$ cat src/hdl/pkbus_consts.svh
// Bus widths, RAM size and address map of the PKBus segment
// Included by every file that sizes a bus port or decodes an address
`ifndef PKBUS_CONSTS_SVH
`define PKBUS_CONSTS_SVH

// PKBus data and address widths in bits
`define BUS_DATA_SIZE 32
`define BUS_ADDR_SIZE 32

// Bytes held by each RAM slave
`define RAM_BYTES 1024

// Region bases, each region is RAM_BYTES long
`define RAM0_BASE 32'h0000_0000
`define RAM1_BASE 32'h0000_1000

`endif
$ cat src/hdl/mem_map_pkg.sv
// Address map types of the PKBus segment
// Imported by the decoder and by anything that models the map

package mem_map_pkg;

    // Target of a bus address
    typedef enum logic [1:0] {
        SEL_RAM0 = 2'd0,
        SEL_RAM1 = 2'd1,
        SEL_NONE = 2'd2  // Unmapped, answered by the decoder
    } slave_sel_t;

endpackage

$ cat src/hdl/pkbus_pkg.sv
// PKBus protocol types shared by the master, the slaves and the decoder
// Imported with a wildcard in the module header

package pkbus_pkg;

    // Transfer size carried on the bus
    typedef enum logic [1:0] {
        SIZE_BYTE   = 2'd0,
        SIZE_WORD   = 2'd1,
        SIZE_TWORD  = 2'd2, // Four beats, paced by seqslv
        SIZE_STREAM = 2'd3  // Reserved, handled as a word
    } bus_size_t;

    // Transfer direction
    typedef enum logic {
        BUS_READ  = 1'b0,
        BUS_WRITE = 1'b1
    } bus_rw_t;

    // Master transfer sequence
    typedef enum logic [2:0] {
        READY       = 3'd0,
        READ        = 3'd1,
        WRITE       = 3'd2,
        WRITE_FLUSH = 3'd3, // Last write beat settles
        DONE        = 3'd4, // Idle cycle between bus actions
        CMD_ACK     = 3'd5
    } master_state_t;

endpackage

$ cat src/hdl/pkbus_decoder.sv
// PKBus address decoder for two RAM regions
// Routes req to one slave, merges the responses and answers unmapped addresses itself
`timescale 1ns/100ps
`include "pkbus_consts.svh"

module pkbus_decoder import pkbus_pkg::*, mem_map_pkg::*; (
    input  logic                      clk_i,
    input  logic                      reset_i,

    // Master side
    input  logic                      req_i,
    input  bus_size_t                 size_i,
    input  logic [`BUS_ADDR_SIZE-1:0] addr_i,
    output logic                      ack_o,
    output logic                      seqslv_o,
    output logic [`BUS_DATA_SIZE-1:0] rdata_o,

    // Slave side
    output logic                      ram0_req_o,
    output logic                      ram1_req_o,
    output logic [`BUS_ADDR_SIZE-1:0] local_addr_o,
    input  logic                      ram0_ack_i,
    input  logic                      ram0_seqslv_i,
    input  logic [`BUS_DATA_SIZE-1:0] ram0_rdata_i,
    input  logic                      ram1_ack_i,
    input  logic                      ram1_seqslv_i,
    input  logic [`BUS_DATA_SIZE-1:0] ram1_rdata_i
);

    slave_sel_t sel;
    logic       nm_req;     // Request to an unmapped address
    logic       nm_ack_q;
    logic       nm_seqslv_q;
    logic [1:0] nm_beat_q;
    logic       nm_done_q;

    always_comb begin
        if (addr_i >= `RAM0_BASE && addr_i < `RAM0_BASE + `RAM_BYTES) begin
            sel          = SEL_RAM0;
            local_addr_o = addr_i - `RAM0_BASE;
        end else if (addr_i >= `RAM1_BASE && addr_i < `RAM1_BASE + `RAM_BYTES) begin
            sel          = SEL_RAM1;
            local_addr_o = addr_i - `RAM1_BASE;
        end else begin
            sel          = SEL_NONE;
            local_addr_o = addr_i;
        end
    end

    assign ram0_req_o = req_i && (sel == SEL_RAM0);
    assign ram1_req_o = req_i && (sel == SEL_RAM1);
    assign nm_req     = req_i && (sel == SEL_NONE);

    // Unmapped responder, one cycle per answer and writes go nowhere
    always_ff @(posedge clk_i) begin
        if (reset_i) begin
            nm_ack_q    <= 1'b0;
            nm_seqslv_q <= 1'b0;
            nm_beat_q   <= 2'd0;
            nm_done_q   <= 1'b0;
        end else begin
            nm_seqslv_q <= 1'b0;
            if (!nm_req) begin
                nm_ack_q  <= 1'b0;
                nm_beat_q <= 2'd0;
                nm_done_q <= 1'b0;
            end else if (!nm_ack_q && !nm_seqslv_q && !nm_done_q) begin
                if (size_i == SIZE_TWORD) begin
                    nm_seqslv_q <= 1'b1;
                    nm_beat_q   <= nm_beat_q + 2'd1;
                    nm_done_q   <= (nm_beat_q == 2'd3);
                end else begin
                    nm_ack_q <= 1'b1;
                end
            end
        end
    end

    // Response merge
    always_comb begin
        case (sel)
            SEL_RAM0: begin
                ack_o    = ram0_ack_i;
                seqslv_o = ram0_seqslv_i;
                rdata_o  = ram0_rdata_i;
            end
            SEL_RAM1: begin
                ack_o    = ram1_ack_i;
                seqslv_o = ram1_seqslv_i;
                rdata_o  = ram1_rdata_i;
            end
            default: begin
                ack_o    = nm_ack_q;
                seqslv_o = nm_seqslv_q;
                rdata_o  = '0;
            end
        endcase
    end

endmodule

$ cat config.mk
export PLATFORM = sky130hd
export DESIGN_NAME = pkbus_decoder
export DESIGN_NICKNAME = d
export VERILOG_FILES = /design/src/hdl/mem_map_pkg.sv /design/src/hdl/pkbus_pkg.sv /design/src/hdl/pkbus_decoder.sv
export VERILOG_INCLUDE_DIRS = /design/src /design/src/hdl
export SDC_FILE = /design/constraint.sdc
export NUM_CORES = 1
export LEC_CHECK = 0
export ABC_AREA = 1
export BUFFER_PORTS_ARGS = -buffer_cell sky130_fd_sc_hd__buf_2
export CORE_AREA = 2 2 67 69
export DETAILED_ROUTE_END_ITERATION = 10
export DIE_AREA = 0 0 69 71
export PLACE_DENSITY = 0.81
export REMOVE_ABC_BUFFERS = 1
export SYNTH_ARGS = -nofsm -noshare
export SYNTH_HDL_FRONTEND = slang
export SYNTH_SLANG_ARGS = --single-unit
$ cat constraint.sdc
create_clock -name clk_i -period 4.9 [get_ports clk_i]
set_input_delay 0.98 -clock clk_i [delete_from_list [all_inputs] [get_ports clk_i]]
set_output_delay 0.98 -clock clk_i [all_outputs]
set_load 0.03 [all_outputs]
==> results.md <==
| Parameter | Value |
|---|---|
| Run status | completed |
| Total I/O pin count | 173 |
| Max Transition Viols Final | 0 |
| Number of synthesized register bits | 5 |
| Number of resized instances in the post-cts repair step | 0 |
| Worst-case reg-to-reg path depth | 5 |
| Top Metal Used | met4 |
| Setup repair after global routing missed its margin | false |
| Core footprint | 4200 µm² |
| Clock network latency to the later pin of the worst-skew pair | 220 ps |
| Total Die Area | 4900 µm² |
| Dominant combinational cell family by area after synthesis | simple AND/OR/NAND/NOR gates |
| Initial standard-cell utilization of the core | 31.7% |
| Maximum clock path buffer count | 2 |
| Htree depth | 1 |
| Final worst hold slack | 534 ps |
| Share of cells above drive strength 1 | 55.4% |
| Number of warnings reported in the yosys synthesis log | 0 |
| Kind of launch point of the worst setup path | primary input |
| Met2 routed WL | 2320 µm |
| Antenna violation net count after detailed routing | 0 |
| Share of synthesized area occupied by flip-flops and latches | 7.52% |
| Maximum Capacitance Violations | 0 |
| Max frequency | 251 MHz |
| Post-synthesis share of cell area spent on and, or, nand and nor gates | 36.6% |
| Shortest clock period the worst path allows after layout | 3990 ps |
| Worst setup EP type | output port |
| Synth-to-Final Area Change | 59.8% |
| Actual transition at the worst max-transition pin | 576 ps |
| Number of global-route vias before repair | 1,768 |
| Gr usage total | 17.6% |
| Internal power | 146 µW |
| Area share of xor/xnor cells in the synthesized design | 0.658% |
| TritonCTS buffer count | 3 |
| Cell area after technology mapping | 1330 µm² |
| Post-synth cell types | 23 |
| Antenna violations before repair | 0 |
| Worst setup path category | in2out |
| Critical R2R Capture | nm_done_q |
| IR Drop Worst-Case VDD | 0.0467 mV |
| Hold violation total from the final report | 0 |
| Final worst clock skew | 1.68 ps |
| Detailed-route via count | 1,922 |
| Number of hold buffers added after cts | 0 |
| Horizontal die dimension | 69 µm |
| Post-Syn Area per Cell | 5.62 µm² |
| Met1 Wirelength | 1610 µm |
| Routed wirelength normalized by instance count | 10.2 µm |
| Multiplexer fraction of the synthesized cell area | 0% |
| Final setup viols | 0 |
| Crit. Startpoint | addr_i[13] |
| Design Power | 234 µW |
| GRT Residual Overflow | 0 |
| Worst rel slew slack | 61.6% |
| Antenna Cells | 0 |
| Share of synthesized cell area in full adder, half adder and majority cells | 3.76% |
| Share of total power consumed by net switching | 37.7% |
| Compound-Gate Fraction of Synth Area | 22.8% |
| Gate count after technology mapping | 237 |
| Routability-driven placement congestion ratio | 0.818 |
| Standard-cell row count | 24 |
| Part of the power in registers | 18.2% |
| Start of the worst register-to-register path | nm_done_q |
| Share of power burned in the clock network | 32.3% |
| Post-layout net count | 496 |
| Largest net degree at the start of global routing | 36 |
| Share of the core filled with cells in the final layout | 50.6% |
| Worst setup path endpoint | rdata_o[29] |
| Total setup buffers inserted after CTS | 0 |
| Hold/Removal Path Class | reg2reg |
| Aggregate negative setup slack | 0 ps |
| Die Span Y | 71 µm |
| Number of optimization iterations in the first detailed-route pass | 4 |
| DR DRC count | 0 |
| IO Port Bufs | 172 |
| Reported leakage power | 1.39 nW |
| Final wirelength | 4480 µm |
| Clock sinks | 5 |
| Post-route clock period utilization | 81.4% |
| Buffer cell driving the clock tree root | sky130_fd_sc_hd__clkbuf_8 |
| Dpl cell area | 2080 µm² |
| DP HPWL | 3830 µm |
| Data required time at the worst endpoint | 3920 ps |
| DRT iter0 DRCs | 29 |
| Wire length of the first global-routing pass | 7250 µm |
| Post-route cell area | 2130 µm² |
| Clock-pin slew on the worst setup and hold paths | 30 ps |
| Combinational group share of total power | 49.5% |
| Post-detailed-route via-to-cell ratio | 4.39 |
| CP max FO | 35 |
| Clock tree from TritonCTS | built |
| Pwr/cell area | 110 nW/µm² |
| Reg2Reg Setup Slack | 3880 ps |
| Switch Pwr | 88.4 µW |
| Met3 Wirelength | 452 µm |
| Arrival @ worst endpoint | 3010 ps |
-- power by group through the flow --
stage	Sequential [mW]	Combinational (mW)	Clock [mW]
after floorplan	0.0431	0.0370	0
after global placement	0.0431	0.115	0
after detailed placement	0.0432	0.117	0
after CTS	0.0426	0.117	0.0770
after global routing	0.0428	0.128	0.0815
final	0.0427	0.116	0.0756
-- metrics by stage --
stage / setup WS (ps) / cells
2_1_floorplan: 976 / 210
3_3_place_gp: 1040 / 434
3_5_place_dp: 925 / 434
4_1_cts: 919 / 438
5_1_grt: 773 / 438
6_report: 912 / 438
-- layer usage --
metal	vias up	track usage (%)
met5	-	0
met3	12	2.56
met4	0	7.41
met2	124	35.7
li1	991	-
met1	795	17.6
-- cells in the mapped netlist --
| cell type | n | area share, % |
|---|---|---|
| sky130_fd_sc_hd__clkbuf_1 | 9 | 2.5 |
| sky130_fd_sc_hd__buf_6 | 3 | 2.5 |
| sky130_fd_sc_hd__inv_1 | 54 | 15 |
| sky130_fd_sc_hd__buf_2 | 2 | 0.75 |
| sky130_fd_sc_hd__nand3_4 | 1 | 1.3 |
| sky130_fd_sc_hd__o21ai_2 | 28 | 18 |
| sky130_fd_sc_hd__ha_1 | 4 | 3.8 |
| sky130_fd_sc_hd__a21oi_1 | 2 | 0.75 |
| sky130_fd_sc_hd__nand2_1 | 63 | 18 |
| sky130_fd_sc_hd__o21ai_0 | 5 | 1.9 |
| sky130_fd_sc_hd__nand4_4 | 1 | 1.6 |
| sky130_fd_sc_hd__buf_4 | 13 | 7.3 |
| sky130_fd_sc_hd__nor2_1 | 26 | 7.3 |
| sky130_fd_sc_hd__nor2_2 | 4 | 1.9 |
| sky130_fd_sc_hd__o31ai_1 | 1 | 0.56 |
| sky130_fd_sc_hd__nor2_4 | 2 | 1.7 |
| sky130_fd_sc_hd__xor2_1 | 1 | 0.66 |
| sky130_fd_sc_hd__o21ai_4 | 1 | 1.2 |
| sky130_fd_sc_hd__nand4_1 | 3 | 1.4 |
| sky130_fd_sc_hd__inv_2 | 1 | 0.28 |
| sky130_fd_sc_hd__nand3_1 | 7 | 2.6 |
| sky130_fd_sc_hd__nand4_2 | 1 | 0.94 |
| sky130_fd_sc_hd__dfxtp_1 | 5 | 7.5 |
-- state kept, by name, summed over array words and instances (netlist names) --
signal and flops:
nm_ack_q 1, nm_beat_q 2, nm_done_q 1, nm_seqslv_q 1
-- kinds of logic after synthesis --
kind of cell             count (synthesis)
buffers and inverters                   82
AO/OA/AOI/OAI                           37
flip-flops                               5
adder cells (fa/ha/maj)                  4
XOR/XNOR                                 1
AND/OR/NAND/NOR                        108
-- area by class of cell --
type	instances	area [µm²]
sequential	5	100
timing repair buffer	172	861
clock buffer	4	45.0
tap	52	65.1
inverter	55	206
multi-input combinational	150	850
fill	421	2080
-- worst min path at each step --
stage	from	to	slack, ps	cells past startpoint
floorplan	nm_done_q	nm_done_q	470	2
global placement	nm_done_q	nm_done_q	500	2
detailed placement	nm_beat_q[1]	nm_beat_q[1]	520	4
CTS	nm_beat_q[1]	nm_beat_q[1]	530	4
global route	nm_beat_q[1]	nm_beat_q[1]	580	4
finish	nm_beat_q[1]	nm_beat_q[1]	530	4
-- layout by cell type, fill, tap and decap left out --
cell / count
sky130_fd_sc_hd__o21ai_4: 1
sky130_fd_sc_hd__xor2_1: 1
sky130_fd_sc_hd__nor2_1: 26
sky130_fd_sc_hd__buf_2: 172
sky130_fd_sc_hd__nand4_2: 1
sky130_fd_sc_hd__o31ai_1: 1
sky130_fd_sc_hd__nand2_1: 63
sky130_fd_sc_hd__nor2_4: 2
sky130_fd_sc_hd__nand3_1: 7
sky130_fd_sc_hd__ha_1: 4
sky130_fd_sc_hd__o21ai_0: 5
sky130_fd_sc_hd__nand4_4: 1
sky130_fd_sc_hd__nand4_1: 3
sky130_fd_sc_hd__inv_2: 1
sky130_fd_sc_hd__clkbuf_8: 3
sky130_fd_sc_hd__o21ai_2: 28
sky130_fd_sc_hd__nand3_4: 1
sky130_fd_sc_hd__a21oi_1: 2
sky130_fd_sc_hd__inv_1: 54
sky130_fd_sc_hd__nor2_2: 4
sky130_fd_sc_hd__dfxtp_1: 5
sky130_fd_sc_hd__clkbuf_1: 1
-- critical path: stages --
cell,delay [ps]
sky130_fd_sc_hd__buf_2,90
sky130_fd_sc_hd__inv_1,130
sky130_fd_sc_hd__ha_1,200
sky130_fd_sc_hd__nand2_1,60
sky130_fd_sc_hd__nor2_1,100
sky130_fd_sc_hd__nand2_1,90
sky130_fd_sc_hd__o21ai_4,250
sky130_fd_sc_hd__nand3_4,460
sky130_fd_sc_hd__o21ai_0,380
sky130_fd_sc_hd__buf_2,250
Power figures use the tool's default switching activity.
