[src/hdl/pkbus_consts.svh]
// Bus widths, RAM size and address map of the PKBus segment
// Included by every file that sizes a bus port or decodes an address
`ifndef PKBUS_CONSTS_SVH
`define PKBUS_CONSTS_SVH

// PKBus data and address widths in bits
`define BUS_DATA_SIZE 32
`define BUS_ADDR_SIZE 32

// Bytes held by each RAM slave
`define RAM_BYTES 1024

// Region bases, each region is RAM_BYTES long
`define RAM0_BASE 32'h0000_0000
`define RAM1_BASE 32'h0000_1000

`endif
[src/hdl/pkbus_pkg.sv]
// PKBus protocol types shared by the master, the slaves and the decoder
// Imported with a wildcard in the module header

package pkbus_pkg;

    // Transfer size carried on the bus
    typedef enum logic [1:0] {
        SIZE_BYTE   = 2'd0,
        SIZE_WORD   = 2'd1,
        SIZE_TWORD  = 2'd2, // Four beats, paced by seqslv
        SIZE_STREAM = 2'd3  // Reserved, handled as a word
    } bus_size_t;

    // Transfer direction
    typedef enum logic {
        BUS_READ  = 1'b0,
        BUS_WRITE = 1'b1
    } bus_rw_t;

    // Master transfer sequence
    typedef enum logic [2:0] {
        READY       = 3'd0,
        READ        = 3'd1,
        WRITE       = 3'd2,
        WRITE_FLUSH = 3'd3, // Last write beat settles
        DONE        = 3'd4, // Idle cycle between bus actions
        CMD_ACK     = 3'd5
    } master_state_t;

endpackage

[src/hdl/pkbus_master.sv]
// PKBus master engine, runs one bus transfer per command on the four-phase command port
// Byte, word and tword transfers, read data is returned on cmd_rdata_o while cmd_ack_o is high
`timescale 1ns/100ps
`include "pkbus_consts.svh"

module pkbus_master import pkbus_pkg::*; (
    input  logic                          clk_i,
    input  logic                          reset_i,

    // Command port
    input  logic                          cmd_req_i,
    input  bus_rw_t                       cmd_rw_i,
    input  bus_size_t                     cmd_size_i,
    input  logic [`BUS_ADDR_SIZE-1:0]     cmd_addr_i,
    input  logic [4*`BUS_DATA_SIZE-1:0]   cmd_wdata_i,
    output logic                          cmd_ack_o,
    output logic [4*`BUS_DATA_SIZE-1:0]   cmd_rdata_o,

    // PKBus
    output logic                          bus_req_o,
    output bus_rw_t                       bus_rw_o,
    output bus_size_t                     bus_size_o,
    output logic [`BUS_ADDR_SIZE-1:0]     bus_addr_o,
    output logic [`BUS_DATA_SIZE-1:0]     bus_wdata_o,
    input  logic                          bus_ack_i,
    input  logic                          bus_seqslv_i,
    input  logic [`BUS_DATA_SIZE-1:0]     bus_rdata_i
);

    localparam int unsigned DW = `BUS_DATA_SIZE;
    localparam int unsigned CW = 4 * `BUS_DATA_SIZE;

    master_state_t   state_q;
    logic [1:0]      beat_q;   // Tword beats done so far
    logic [CW-1:0]   data_q;   // Read assembly or pending write beats
    logic            tword;
    logic            last_beat;

    assign tword     = (bus_size_o == SIZE_TWORD);
    assign last_beat = bus_seqslv_i && (beat_q == 2'd3);

    assign cmd_rdata_o = data_q;

    // Sequencing and handshake control
    always_ff @(posedge clk_i) begin
        if (reset_i) begin
            state_q   <= READY;
            beat_q    <= 2'd0;
            bus_req_o <= 1'b0;
            cmd_ack_o <= 1'b0;
        end else begin
            case (state_q)
                READY: begin
                    if (cmd_req_i) begin
                        bus_req_o <= 1'b1;
                        beat_q    <= 2'd0;
                        state_q   <= (cmd_rw_i == BUS_WRITE) ? WRITE : READ;
                    end
                end
                READ: begin
                    if (tword) begin
                        if (bus_seqslv_i) begin
                            beat_q <= beat_q + 2'd1;
                        end
                        if (last_beat) begin
                            bus_req_o <= 1'b0;
                            state_q   <= DONE;
                        end
                    end else if (bus_ack_i) begin
                        bus_req_o <= 1'b0;
                        state_q   <= DONE;
                    end
                end
                WRITE: begin
                    if (tword) begin
                        if (bus_seqslv_i) begin
                            beat_q <= beat_q + 2'd1;
                        end
                        if (last_beat) begin
                            bus_req_o <= 1'b0;
                            state_q   <= WRITE_FLUSH;
                        end
                    end else if (bus_ack_i) begin
                        bus_req_o <= 1'b0;
                        state_q   <= WRITE_FLUSH;
                    end
                end
                WRITE_FLUSH: begin
                    state_q <= DONE;
                end
                DONE: begin
                    // Bus stays idle for one cycle before the command completes
                    cmd_ack_o <= 1'b1;
                    state_q   <= CMD_ACK;
                end
                CMD_ACK: begin
                    if (!cmd_req_i) begin
                        cmd_ack_o <= 1'b0;
                        state_q   <= READY;
                    end
                end
                default: begin
                    state_q <= READY;
                end
            endcase
        end
    end

    // Bus fields and data buffer
    always_ff @(posedge clk_i) begin
        case (state_q)
            READY: begin
                if (cmd_req_i) begin
                    bus_rw_o   <= cmd_rw_i;
                    bus_addr_o <= cmd_addr_i;
                    bus_size_o <= (cmd_size_i == SIZE_STREAM) ? SIZE_WORD : cmd_size_i;
                    if (cmd_size_i == SIZE_BYTE) begin
                        bus_wdata_o <= {{(DW-8){1'b0}}, cmd_wdata_i[7:0]};
                    end else begin
                        bus_wdata_o <= cmd_wdata_i[DW-1:0];
                    end
                    if (cmd_rw_i == BUS_WRITE) begin
                        data_q <= {{DW{1'b0}}, cmd_wdata_i[CW-1:DW]}; // Beats 1 to 3 wait here
                    end else begin
                        data_q <= '0;
                    end
                end
            end
            READ: begin
                if (tword) begin
                    if (bus_seqslv_i) begin
                        data_q <= {bus_rdata_i, data_q[CW-1:DW]}; // Beat 0 ends in the low word
                    end
                end else if (bus_ack_i) begin
                    if (bus_size_o == SIZE_BYTE) begin
                        data_q <= {{(CW-8){1'b0}}, bus_rdata_i[7:0]};
                    end else begin
                        data_q <= {{(CW-DW){1'b0}}, bus_rdata_i};
                    end
                end
            end
            WRITE: begin
                if (tword && bus_seqslv_i) begin
                    bus_wdata_o <= data_q[DW-1:0]; // Next beat ready before the next pulse
                    data_q      <= {{DW{1'b0}}, data_q[CW-1:DW]};
                end
            end
            default: begin
            end
        endcase
    end

endmodule

[config.mk]
export PLATFORM = sky130hd
export DESIGN_NAME = pkbus_master
export DESIGN_NICKNAME = d
export VERILOG_FILES = /design/src/hdl/pkbus_pkg.sv /design/src/hdl/pkbus_master.sv
export VERILOG_INCLUDE_DIRS = /design/src /design/src/hdl
export SDC_FILE = /design/constraint.sdc
export NUM_CORES = 1
export LEC_CHECK = 0
export BUFFER_PORTS_ARGS = -buffer_cell sky130_fd_sc_hd__buf_2
export CAP_MARGIN = 5
export CORE_AREA = 2 2 154 156
export CTS_BUF_LIST = sky130_fd_sc_hd__clkbuf_4 sky130_fd_sc_hd__clkbuf_8
export DETAILED_ROUTE_END_ITERATION = 8
export DIE_AREA = 0 0 156 158
export PLACE_DENSITY = 0.66
export SLEW_MARGIN = 10
export SYNTH_ARGS = -nofsm -noshare
export SYNTH_HDL_FRONTEND = slang
export SYNTH_SLANG_ARGS = --single-unit
[constraint.sdc]
create_clock -name clk_i -period 81.9 [get_ports clk_i]
set_clock_uncertainty 0.1 [all_clocks]
set_input_delay 16.38 -clock clk_i [delete_from_list [all_inputs] [get_ports clk_i]]
set_output_delay 16.38 -clock clk_i [all_outputs]
set_load 0.005 [all_outputs]
==> metrics.md, run 1 <==
| Metric | Value |
|---|---|
| Status | finished, final reports clean |
| Total congestion overflow | 0 |
| Vias in the first global route | 6443 |
| Inst Count DP | 1209 |
| Largest net degree at the start of global routing | 85 |
| Post-synthesis compound-gate area fraction | 12.2% |
| XOR/XNOR share of the synthesized area | 0% |
| Worst path required time | 81.94 ns |
| Final Setup Violations | 0 |
| Initial Utilization | 35.8% |
| Final Hold Viols | 0 |
| Final Cycle Share | 23.0% |
| Initial antenna violation count | 5 |
| Routability congestion estimate from global placement | 0.859 |
| CP endpoint kind | flip-flop |
| Largest family of logic cells by synthesized area | compound AO/OA/AOI/OAI gates |
| Slew headroom | 25.8% |
| Die Area | 24600 um^2 |
| Fraction of registers with async set/reset | 0% |
| Global-route wire length before repair | 38200 um |
| Mux share of post-synthesis cell area | 0.242% |
| Die X | 156 um |
| Max-cap violations | 0 |
| Switching part of the total | 28.9% |
| CTS tree | built |
| Internal power | 0.215 mW |
| Postcts setup bufs | 0 |
| Post-CTS Resized | 0 |
| RSZ-0062 raised after global routing | no |
| CTS Hold Buffers Added | 0 |
| Warning count from the yosys run | 0 |
| Inserted Clock Buffers | 35 |
| Switching power total | 0.0875 mW |
| Flop pwr share | 50.6% |
| Average cell area after synthesis | 14.7 um^2 |
| IO Count | 397 |
| Layout cell share with drive strength beyond 1 | 47.7% |
| Highest Clock Rate | 53.0 MHz |
| Via density | 5.14 |
| Core Region | 23100 um^2 |
| Mapped Nets | 763 |
| Synth Area in Simple Gates | 12.0% |
| WL final | 26900 um |
| HP Class | reg -> reg |
| Non-Filler Instances | 1275 |
| Mapped Area | 8260 um^2 |
| Clock root buffer | clkbuf_8 |
| Leak | 5.17 nW |
| WP data arrival | 18.92 ns |
| Peak fanout along the critical path | 74 |
| Clock Latency Late Sink | 0.52 ns |
| Ys flop type | edfxtp_1 |
| VDD IR max | 13.1 uV |
| DRT iter0 DRCs | 570 |
| Slew @ Worst Pin | 1.11 ns |
| Register bit total from synthesis | 202 |
| Commonest cells after routing, fill and taps aside | 396 x buf_2, 195 x edfxtp_1, 75 x nand2_1 |
| Worst-case clock buffer depth | 3 |
| Minimum clock period | 18.88 ns |
| Setup TNS | 0 ns |
| Clock share of power | 29.8% |
| Adder-cell share of the synthesized area | 0.152% |
| Rows | 56 |
| Comb pwr share | 19.6% |
| Power Dens Cells | 27.1 nW/um^2 |
| Antenna Violating Nets Remaining | 0 |
| Via total after detailed routing | 6549 |
| Post-synth EDFFs | 195 |
| Synth unique cells | 37 |
| Area grow syn2layout | 35.3% |
| Crit Path Class | in -> reg |
| Die height | 158 um |
| DRC errors left | 0 |
| Slew Viols, Final | 0 |
| CTS clk-pin slew, worst paths | 0.06 ns |
| CP Launch Type | primary input |
| Nets | 1157 |
| Sink Count | 202 |
| H-tree lvl count | 2 |
| DRT Pass-1 Iters | 5 |
| WL/cell | 21.1 um |
| Sequential element share of the synthesized area | 72.6% |
| Dpl hpwl | 19300 um |
| Cell count after synthesis | 562 |
| Most common cell after layout, fill and taps aside | buf_2 |
| Port bufs | 396 |
| Total GRT Usage | 20.6% |
sequential cells by signal, summed over array words and instances (netlist names):
| name | cells |
|---|---|
| state_q | 3 |
| cmd_ack_o | 1 |
| bus_wdata_o | 32 |
| bus_rw_o | 1 |
| bus_size_o | 2 |
| beat_q | 2 |
| bus_req_o | 1 |
| cmd_rdata_o | 128 |
| bus_addr_o | 32 |
power by group through the flow:
stage                     registers (mW)  logic (mW)  clock network [mW]
final                              0.153      0.0594              0.0901
after global routing               0.155      0.0647              0.0968
after CTS                          0.153      0.0601              0.0928
after global placement             0.155      0.0590                   0
after floorplan                    0.162      0.0250                   0
after detailed placement           0.155      0.0599                   0
critical path, stage by stage:
cell and delay (ns):
buf_2 0.09, and3b_1 0.22, a21oi_1 0.07, o21a_1 0.20
a2111oi_2 0.32, buf_4 0.80, buf_4 0.73
per-stage QoR:
stage               hold WS [ns]  util [%]  power, mW  instance area, um^2  setup slack [ns]
CTS                        0.416      48.4      0.306                11200             63.09
global route               0.439      48.4      0.317                11200             62.90
detailed placement         0.407      45.5      0.215                10500             62.57
global placement           0.396      45.5      0.214                10500             62.60
finish                     0.418      48.5      0.302                11200             63.02
floorplan                  0.394         -      0.187                 8260             43.95
cells in the mapped netlist (2+ instances only):
cell | n | area, um^2
edfxtp_1 | 195 | 5860
nand2_1 | 75 | 282
a22o_1 | 65 | 569
and3_1 | 64 | 400
a221o_1 | 32 | 320
nand3_1 | 24 | 120
clkbuf_1 | 23 | 86.3
buf_2 | 20 | 100
dfxtp_1 | 7 | 140
nor2_1 | 7 | 26.3
a21oi_1 | 5 | 25.0
nor2b_1 | 5 | 31.3
buf_4 | 4 | 30.0
nand2b_1 | 4 | 25.0
nor3_1 | 3 | 15.0
o21a_1 | 3 | 22.5
o21ai_0 | 3 | 15.0
a211oi_1 | 2 | 15.0
mux2i_1 | 2 | 20.0
or2_2 | 2 | 12.5
area by class of cell:
| class | instances | area, um^2 |
|---|---|---|
| clock inverter | 14 | 93.8 |
| sequential | 202 | 6000 |
| fill | 2054 | 11900 |
| multi-input combinational | 311 | 2070 |
| antenna | 6 | 15.0 |
| clock buffer | 46 | 577 |
| tap | 290 | 363 |
| timing repair buffer | 406 | 2060 |
per-layer routing:
layer  routed length (um)  vias up  track usage (%)
li1                     -     3011                -
met1                11000     3161             27.9
met2                12900      320             32.3
met3                 2220       57             4.71
met4                  787        0             8.30
met5                    0        -                0
cells by family (layout without fill, tap and decap cells):
logic type,after synthesis,after routing
AO/OA/AOI/OAI,116,116
flip-flops,202,202
buffers and inverters,49,466
AND/OR/NAND/NOR,192,192
other,0,6
adder cells (fa/ha/maj),1,1
multiplexers,2,2
worst paths after layout:
path	start	end	slack, ns	cells after the start
max	bus_seqslv_i	cmd_rdata_o[45]	63.02	7
min	bus_req_o	bus_req_o	0.42	2
max reg2reg	bus_size_o[0]	cmd_rdata_o[45]	77.92	7
min reg2reg	bus_req_o	bus_req_o	0.42	2
(Power assumes the default switching activity.)
==> run 2: changes to the inputs <==
- ABC_AREA: not set -> 1
- CORE_AREA: 2 2 154 156 -> 2 2 156 158
- DIE_AREA: 0 0 156 158 -> 0 0 158 160
- PLACE_DENSITY: 0.66 -> 0.65
- clock period: 81.9 -> 18.85 ns (I/O delays scaled with it)
==> metrics.md, run 2 <==
| Metric | Value |
|---|---|
| Final Cycle Share | 31.4% |
| CP max stage cell | buf_4 |
| WL final | 27300 um |
| Leading area contributor after synthesis | edfxtp_1 |
| Min-Delay Startpoint | bus_req_o |
| Fin util | 47.2% |
| Synth unique cells | 25 |
| Worst path required time | 18.89 ns |
| Mapped Area | 8300 um^2 |
| IO Count | 397 |
| HP Class | reg -> reg |
| Nets | 1255 |
| Most common cell after layout, fill and taps aside | buf_2 |
| Reg2reg end | cmd_rdata_o[100] |
| CP top delay family | buffers and inverters |
| Clock Latency Late Sink | 0.51 ns |
| CP Cell Sequence | buf_2 > nand2_1 > nand2_1 > nand3_1 > a31oi_4 > buf_4 > buf_4 |
| Final instance area | 11200 um^2 |
| Worst-case clock buffer depth | 3 |
| Port bufs | 396 |
| CP endpoint kind | flip-flop |
| Commonest cells after routing, fill and taps aside | 396 x buf_2, 195 x edfxtp_1, 186 x nand2_1 |
| H-tree lvl count | 2 |
| Mapped Nets | 852 |
| WP data arrival | 5.95 ns |
| Peak fanout along the critical path | 65 |
| Slew headroom | 27.3% |
| Fraction of registers with async set/reset | 0% |
| Leading post-synthesis cells by cell area | edfxtp_1 71%, nand2_1 8.4%, a22o_1 6.8%, nand3_1 2.7%, nor2_1 1.8% |
| Power Dens Cells | 185 nW/um^2 |
| Average cell area after synthesis | 12.8 um^2 |
| CTS clk-pin slew, worst paths | 0.06 ns |
| Register bit total from synthesis | 202 |
| DRT Pass-1 Iters | 7 |
| Pre-CTS setup slack | 12.43 ns |
| Final worst slack | 12.94 ns |
| Post-synth top cells | 195 x edfxtp_1, 186 x nand2_1, 64 x a22o_1 |
| Global-route wire length before repair | 39200 um |
| Max-cap violations | 0 |
| Sequential element share of the synthesized area | 72.2% |
| Critical Path Max Stage Delay | 0.77 ns |
| Initial antenna violation count | 7 |
| Setup TNS | 0 ns |
| Post-synth top area share | 70.5% |
| Rows | 57 |
| Warning count from the yosys run | 0 |
| Inserted Clock Buffers | 36 |
| Core Region | 23800 um^2 |
| Cell count after synthesis | 651 |
| Post-synth EDFFs | 195 |
| Total congestion overflow | 0 |
| Worst Hold Path EP | bus_req_o |
| Initial Utilization | 34.9% |
| Minimum clock period | 5.91 ns |
| CTS tree | built |
| FILL cells | 2275 |
| Crit path buf inv count | 3 |
| Crit Path Class | in -> reg |
| WL/cell | 19.4 um |
| Total power | 2.08 mW |
| CTS Hold Buffers Added | 0 |
| Inst Count DP | 1340 |
| Total GRT Usage | 20.8% |
| Postcts setup bufs | 0 |
| Status | finished, final reports clean |
| VDD IR max | 101 uV |
| Via density | 4.77 |
| Highest Clock Rate | 169 MHz |
| Sink Count | 202 |
| Final Hold Viols | 0 |
| Antenna Violating Nets Remaining | 0 |
| RR Startpoint | bus_size_o[0] |
| Slew @ Worst Pin | 1.09 ns |
| Final Setup Violations | 0 |
| RSZ-0062 raised after global routing | no |
| DRC errors left | 0 |
| Top-count cell post-synth | edfxtp_1 |
| Hold Path Stages | 2 |
| Die X | 158 um |
| Worst Hold Margin | 0.360 ns |
| Reg2Reg Setup Slack | 14.87 ns |
| Largest net degree at the start of global routing | 97 |
| Die height | 160 um |
| Ys flop type | edfxtp_1 |
| Reg2Reg Depth | 9 |
| Layout cell share with drive strength beyond 1 | 43.5% |
| Max FFs per register | 128 |
| Clock root buffer | clkbuf_8 |
| Leak | 5.11 nW |
| Post-CTS Resized | 0 |
| Dpl hpwl | 20200 um |
| DRT iter0 DRCs | 510 |
| Die Area | 25300 um^2 |
| Routability congestion estimate from global placement | 0.930 |
| Area grow syn2layout | 35.3% |
| Area of placed instances | 10500 um^2 |
| Slew Viols, Final | 0 |
| CP Launch Type | primary input |
| Non-Filler Instances | 1412 |
| Via total after detailed routing | 6737 |
| Vias in the first global route | 6577 |
-- run 2: routing by layer --
| metal | global-route usage, % | vias up | part of all wire (%) |
|---|---|---|---|
| li1 | - | 3159 | - |
| met3 | 3.77 | 54 | 6.6 |
| met5 | 0 | - | 0 |
| met1 | 28.8 | 3179 | 43 |
| met4 | 8.07 | 0 | 2.9 |
| met2 | 32.6 | 345 | 48 |
-- run 2: cells by family (layout without fill, tap and decap cells) --
logic type | after synthesis | after routing | share of synthesized area, %
and+or+nand+nor | 281 | 281 | 14.0
DFF | 202 | 202 | 72.2
buffers and inverters | 73 | 503 | 4.42
AOI/OAI and AO/OA | 94 | 94 | 9.21
adders and majority gates | 1 | 1 | 0.151
other | 0 | 7 | 0
-- run 2: how the worst max path moves through the flow --
stage	to	slack, ns	from	cells after the start
floorplan	cmd_rdata_o[0]	7.27	bus_seqslv_i	2
global placement	cmd_rdata_o[0]	12.48	bus_seqslv_i	7
detailed placement	cmd_rdata_o[96]	12.43	bus_seqslv_i	7
CTS	cmd_rdata_o[0]	12.97	bus_seqslv_i	7
global route	cmd_rdata_o[64]	12.82	bus_seqslv_i	7
finish	cmd_rdata_o[100]	12.94	bus_seqslv_i	7
-- run 2: layout make-up --
cell class | count | area, um^2 | share of cell area (%)
diodes | 7 | 17.5 | 0.156
clock buffers | 50 | 619 | 5.51
clock inverters | 15 | 68.8 | 0.612
inverters | 36 | 135 | 1.20
multi-input cells | 376 | 1970 | 17.5
flip-flops and latches | 202 | 6000 | 53.4
well taps | 324 | 405 | 3.61
repair buffers | 402 | 2030 | 18.0
-- run 2: tightest hold or removal path, stage by stage, from the launching register on --
cell and delay, ns:
dfxtp_1 0.30, nand2_1 0.06, a21oi_1 0.05
-- run 2: where the power goes --
part	internal [mW]	switching, mW
logic	0.254	0.473
clock network	0.213	0.178
registers	0.840	0.123
==> run 3: changes to the inputs <==
- clock period: 18.85 -> 6.15 ns (I/O delays scaled with it)
==> metrics.md, run 3 (synthesis results as in run 2) <==
| Metric | Value |
|---|---|
| Layout cell share with drive strength beyond 1 | 43.6% |
| Storage element area | 6000 um^2 |
| Post-CTS Resized | 0 |
| Max FFs per register | 128 |
| FILL cells | 2269 |
| IO Count | 397 |
| Final Hold Viols | 0 |
| Commonest cells after routing, fill and taps aside | 396 x buf_2, 195 x edfxtp_1, 186 x nand2_1 |
| DRT Pass-1 Iters | 5 |
| CTS Hold Buffers Added | 0 |
| Most common cell after layout, fill and taps aside | buf_2 |
| CTS clk-pin slew, worst paths | 0.06 ns |
| Max-cap violations | 0 |
| Final worst slack | 2.78 ns |
| Status | finished, final reports clean |
| Total power | 6.44 mW |
| Peak fanout along the critical path | 96 |
| Clock root buffer | clkbuf_8 |
| Pre-CTS setup slack | 2.71 ns |
| Critical Path Max Stage Delay | 0.90 ns |
| Global-route wire length before repair | 39100 um |
| Core Region | 23800 um^2 |
| Setup TNS | 0 ns |
| HP Class | reg -> reg |
| WP data arrival | 3.59 ns |
| Initial antenna violation count | 2 |
| Final Setup Violations | 0 |
| Non-Filler Instances | 1406 |
| Area occupied by multi-input gates | 1970 um^2 |
| Minimum clock period | 3.37 ns |
| Initial Utilization | 34.9% |
| Reg2Reg Depth | 7 |
| Postcts setup bufs | 0 |
| Total GRT Usage | 20.8% |
| Inst Count DP | 1341 |
| Vias in the first global route | 6606 |
| Largest net degree at the start of global routing | 97 |
| Leak | 5.12 nW |
| Die height | 160 um |
| Dpl hpwl | 20000 um |
| Antenna Violating Nets Remaining | 0 |
| WL/cell | 19.3 um |
| RR Startpoint | bus_size_o[0] |
| Reg2Reg Setup Slack | 2.78 ns |
| CP endpoint kind | flip-flop |
| Sink Count | 202 |
| DRC errors left | 0 |
| DRT iter0 DRCs | 694 |
| Worst Hold Path EP | bus_req_o |
| Port bufs | 396 |
| CP Cell Sequence | inv_1 > nand2_1 > inv_1 > nand2_2 > nand2_4 > nand2_1 > o311ai_1 |
| Area grow syn2layout | 35.4% |
| Via density | 4.86 |
| Hold Path Stages | 2 |
| Slew Viols, Final | 0 |
| Clock Latency Late Sink | 0.52 ns |
| WL final | 27200 um |
| CP Launch Type | flip-flop |
| Die X | 158 um |
| Worst-case clock buffer depth | 3 |
| CP max stage cell | nand2_4 |
| Via total after detailed routing | 6834 |
| Routability congestion estimate from global placement | 0.912 |
| Slew headroom | 25.1% |
| Highest Clock Rate | 296 MHz |
| CTS tree | built |
| RSZ-0062 raised after global routing | no |
| Nets | 1256 |
| Final Cycle Share | 54.8% |
| Die Area | 25300 um^2 |
| Total congestion overflow | 0 |
| Slew @ Worst Pin | 1.12 ns |
| Fin util | 47.2% |
| H-tree lvl count | 2 |
| Crit Path Class | reg -> reg |
| Min-Delay Startpoint | bus_req_o |
| Power Dens Cells | 573 nW/um^2 |
| Reg2reg end | cmd_rdata_o[16] |
| Rows | 57 |
| Inserted Clock Buffers | 36 |
| Worst path required time | 6.37 ns |
| VDD IR max | 305 uV |
## run 3: changes by cell type in the layout (fill, tap and decap cells not counted)
cell / delta
buf_4: +1
clkinv_1: -2
bufinv_16: +1
clkbuf_8: -1
clkinv_4: -1
diode_2: -5
clkbuf_4: +1
## run 3: report_power, final
group / total, mW / internal (mW) / switching [mW]
Combinational: 2.22 / 0.787 / 1.44
Clock: 1.25 / 0.685 / 0.564
Sequential: 2.96 / 2.57 / 0.394
## run 3: critical path, delay by kind of cell, from the launching register on
family	cells	cell delay (ns)
and+or+nand+nor	4	1.67
DFF	1	0.45
buffers and inverters	2	0.68
AOI/OAI and AO/OA	1	0.14
## run 3: worst max path at each step
| stage | from | to |
|---|---|---|
| after floorplan | cmd_req_i | cmd_rdata_o[0] |
| after global placement | cmd_rw_i | cmd_rdata_o[16] |
| after detailed placement | cmd_rw_i | cmd_rdata_o[16] |
| after CTS | bus_size_o[0] | cmd_rdata_o[10] |
| after global routing | bus_size_o[0] | cmd_rdata_o[25] |
| final | bus_size_o[0] | cmd_rdata_o[16] |
## run 3: cell type report
class,instances,share of cell area [%]
well taps,324,3.61
diodes,2,0.0445
clock buffers,50,5.45
repair buffers,403,18.1
clock inverters,13,0.735
flip-flops and latches,202,53.3
inverters,36,1.20
multi-input cells,376,17.5
## run 3: stage by stage
step           area (um^2)  hold slack, ns
3_5_place_dp         10500           0.366
5_1_grt              11200           0.384
6_report             11200           0.369
3_3_place_gp         10500           0.348
2_1_floorplan         8310           0.349
4_1_cts              11200           0.373
## run 3: routing by layer
| layer | vias to the layer above | track usage, % | wire length (um) | share of wire [%] |
|---|---|---|---|---|
| met1 | 3266 | 29.1 | 11700 | 43 |
| met3 | 47 | 4.29 | 2080 | 7.7 |
| met2 | 367 | 32.6 | 12800 | 47 |
| li1 | 3154 | - | - | - |
| met5 | - | 0 | 0 | 0 |
| met4 | 0 | 5.98 | 521 | 1.9 |
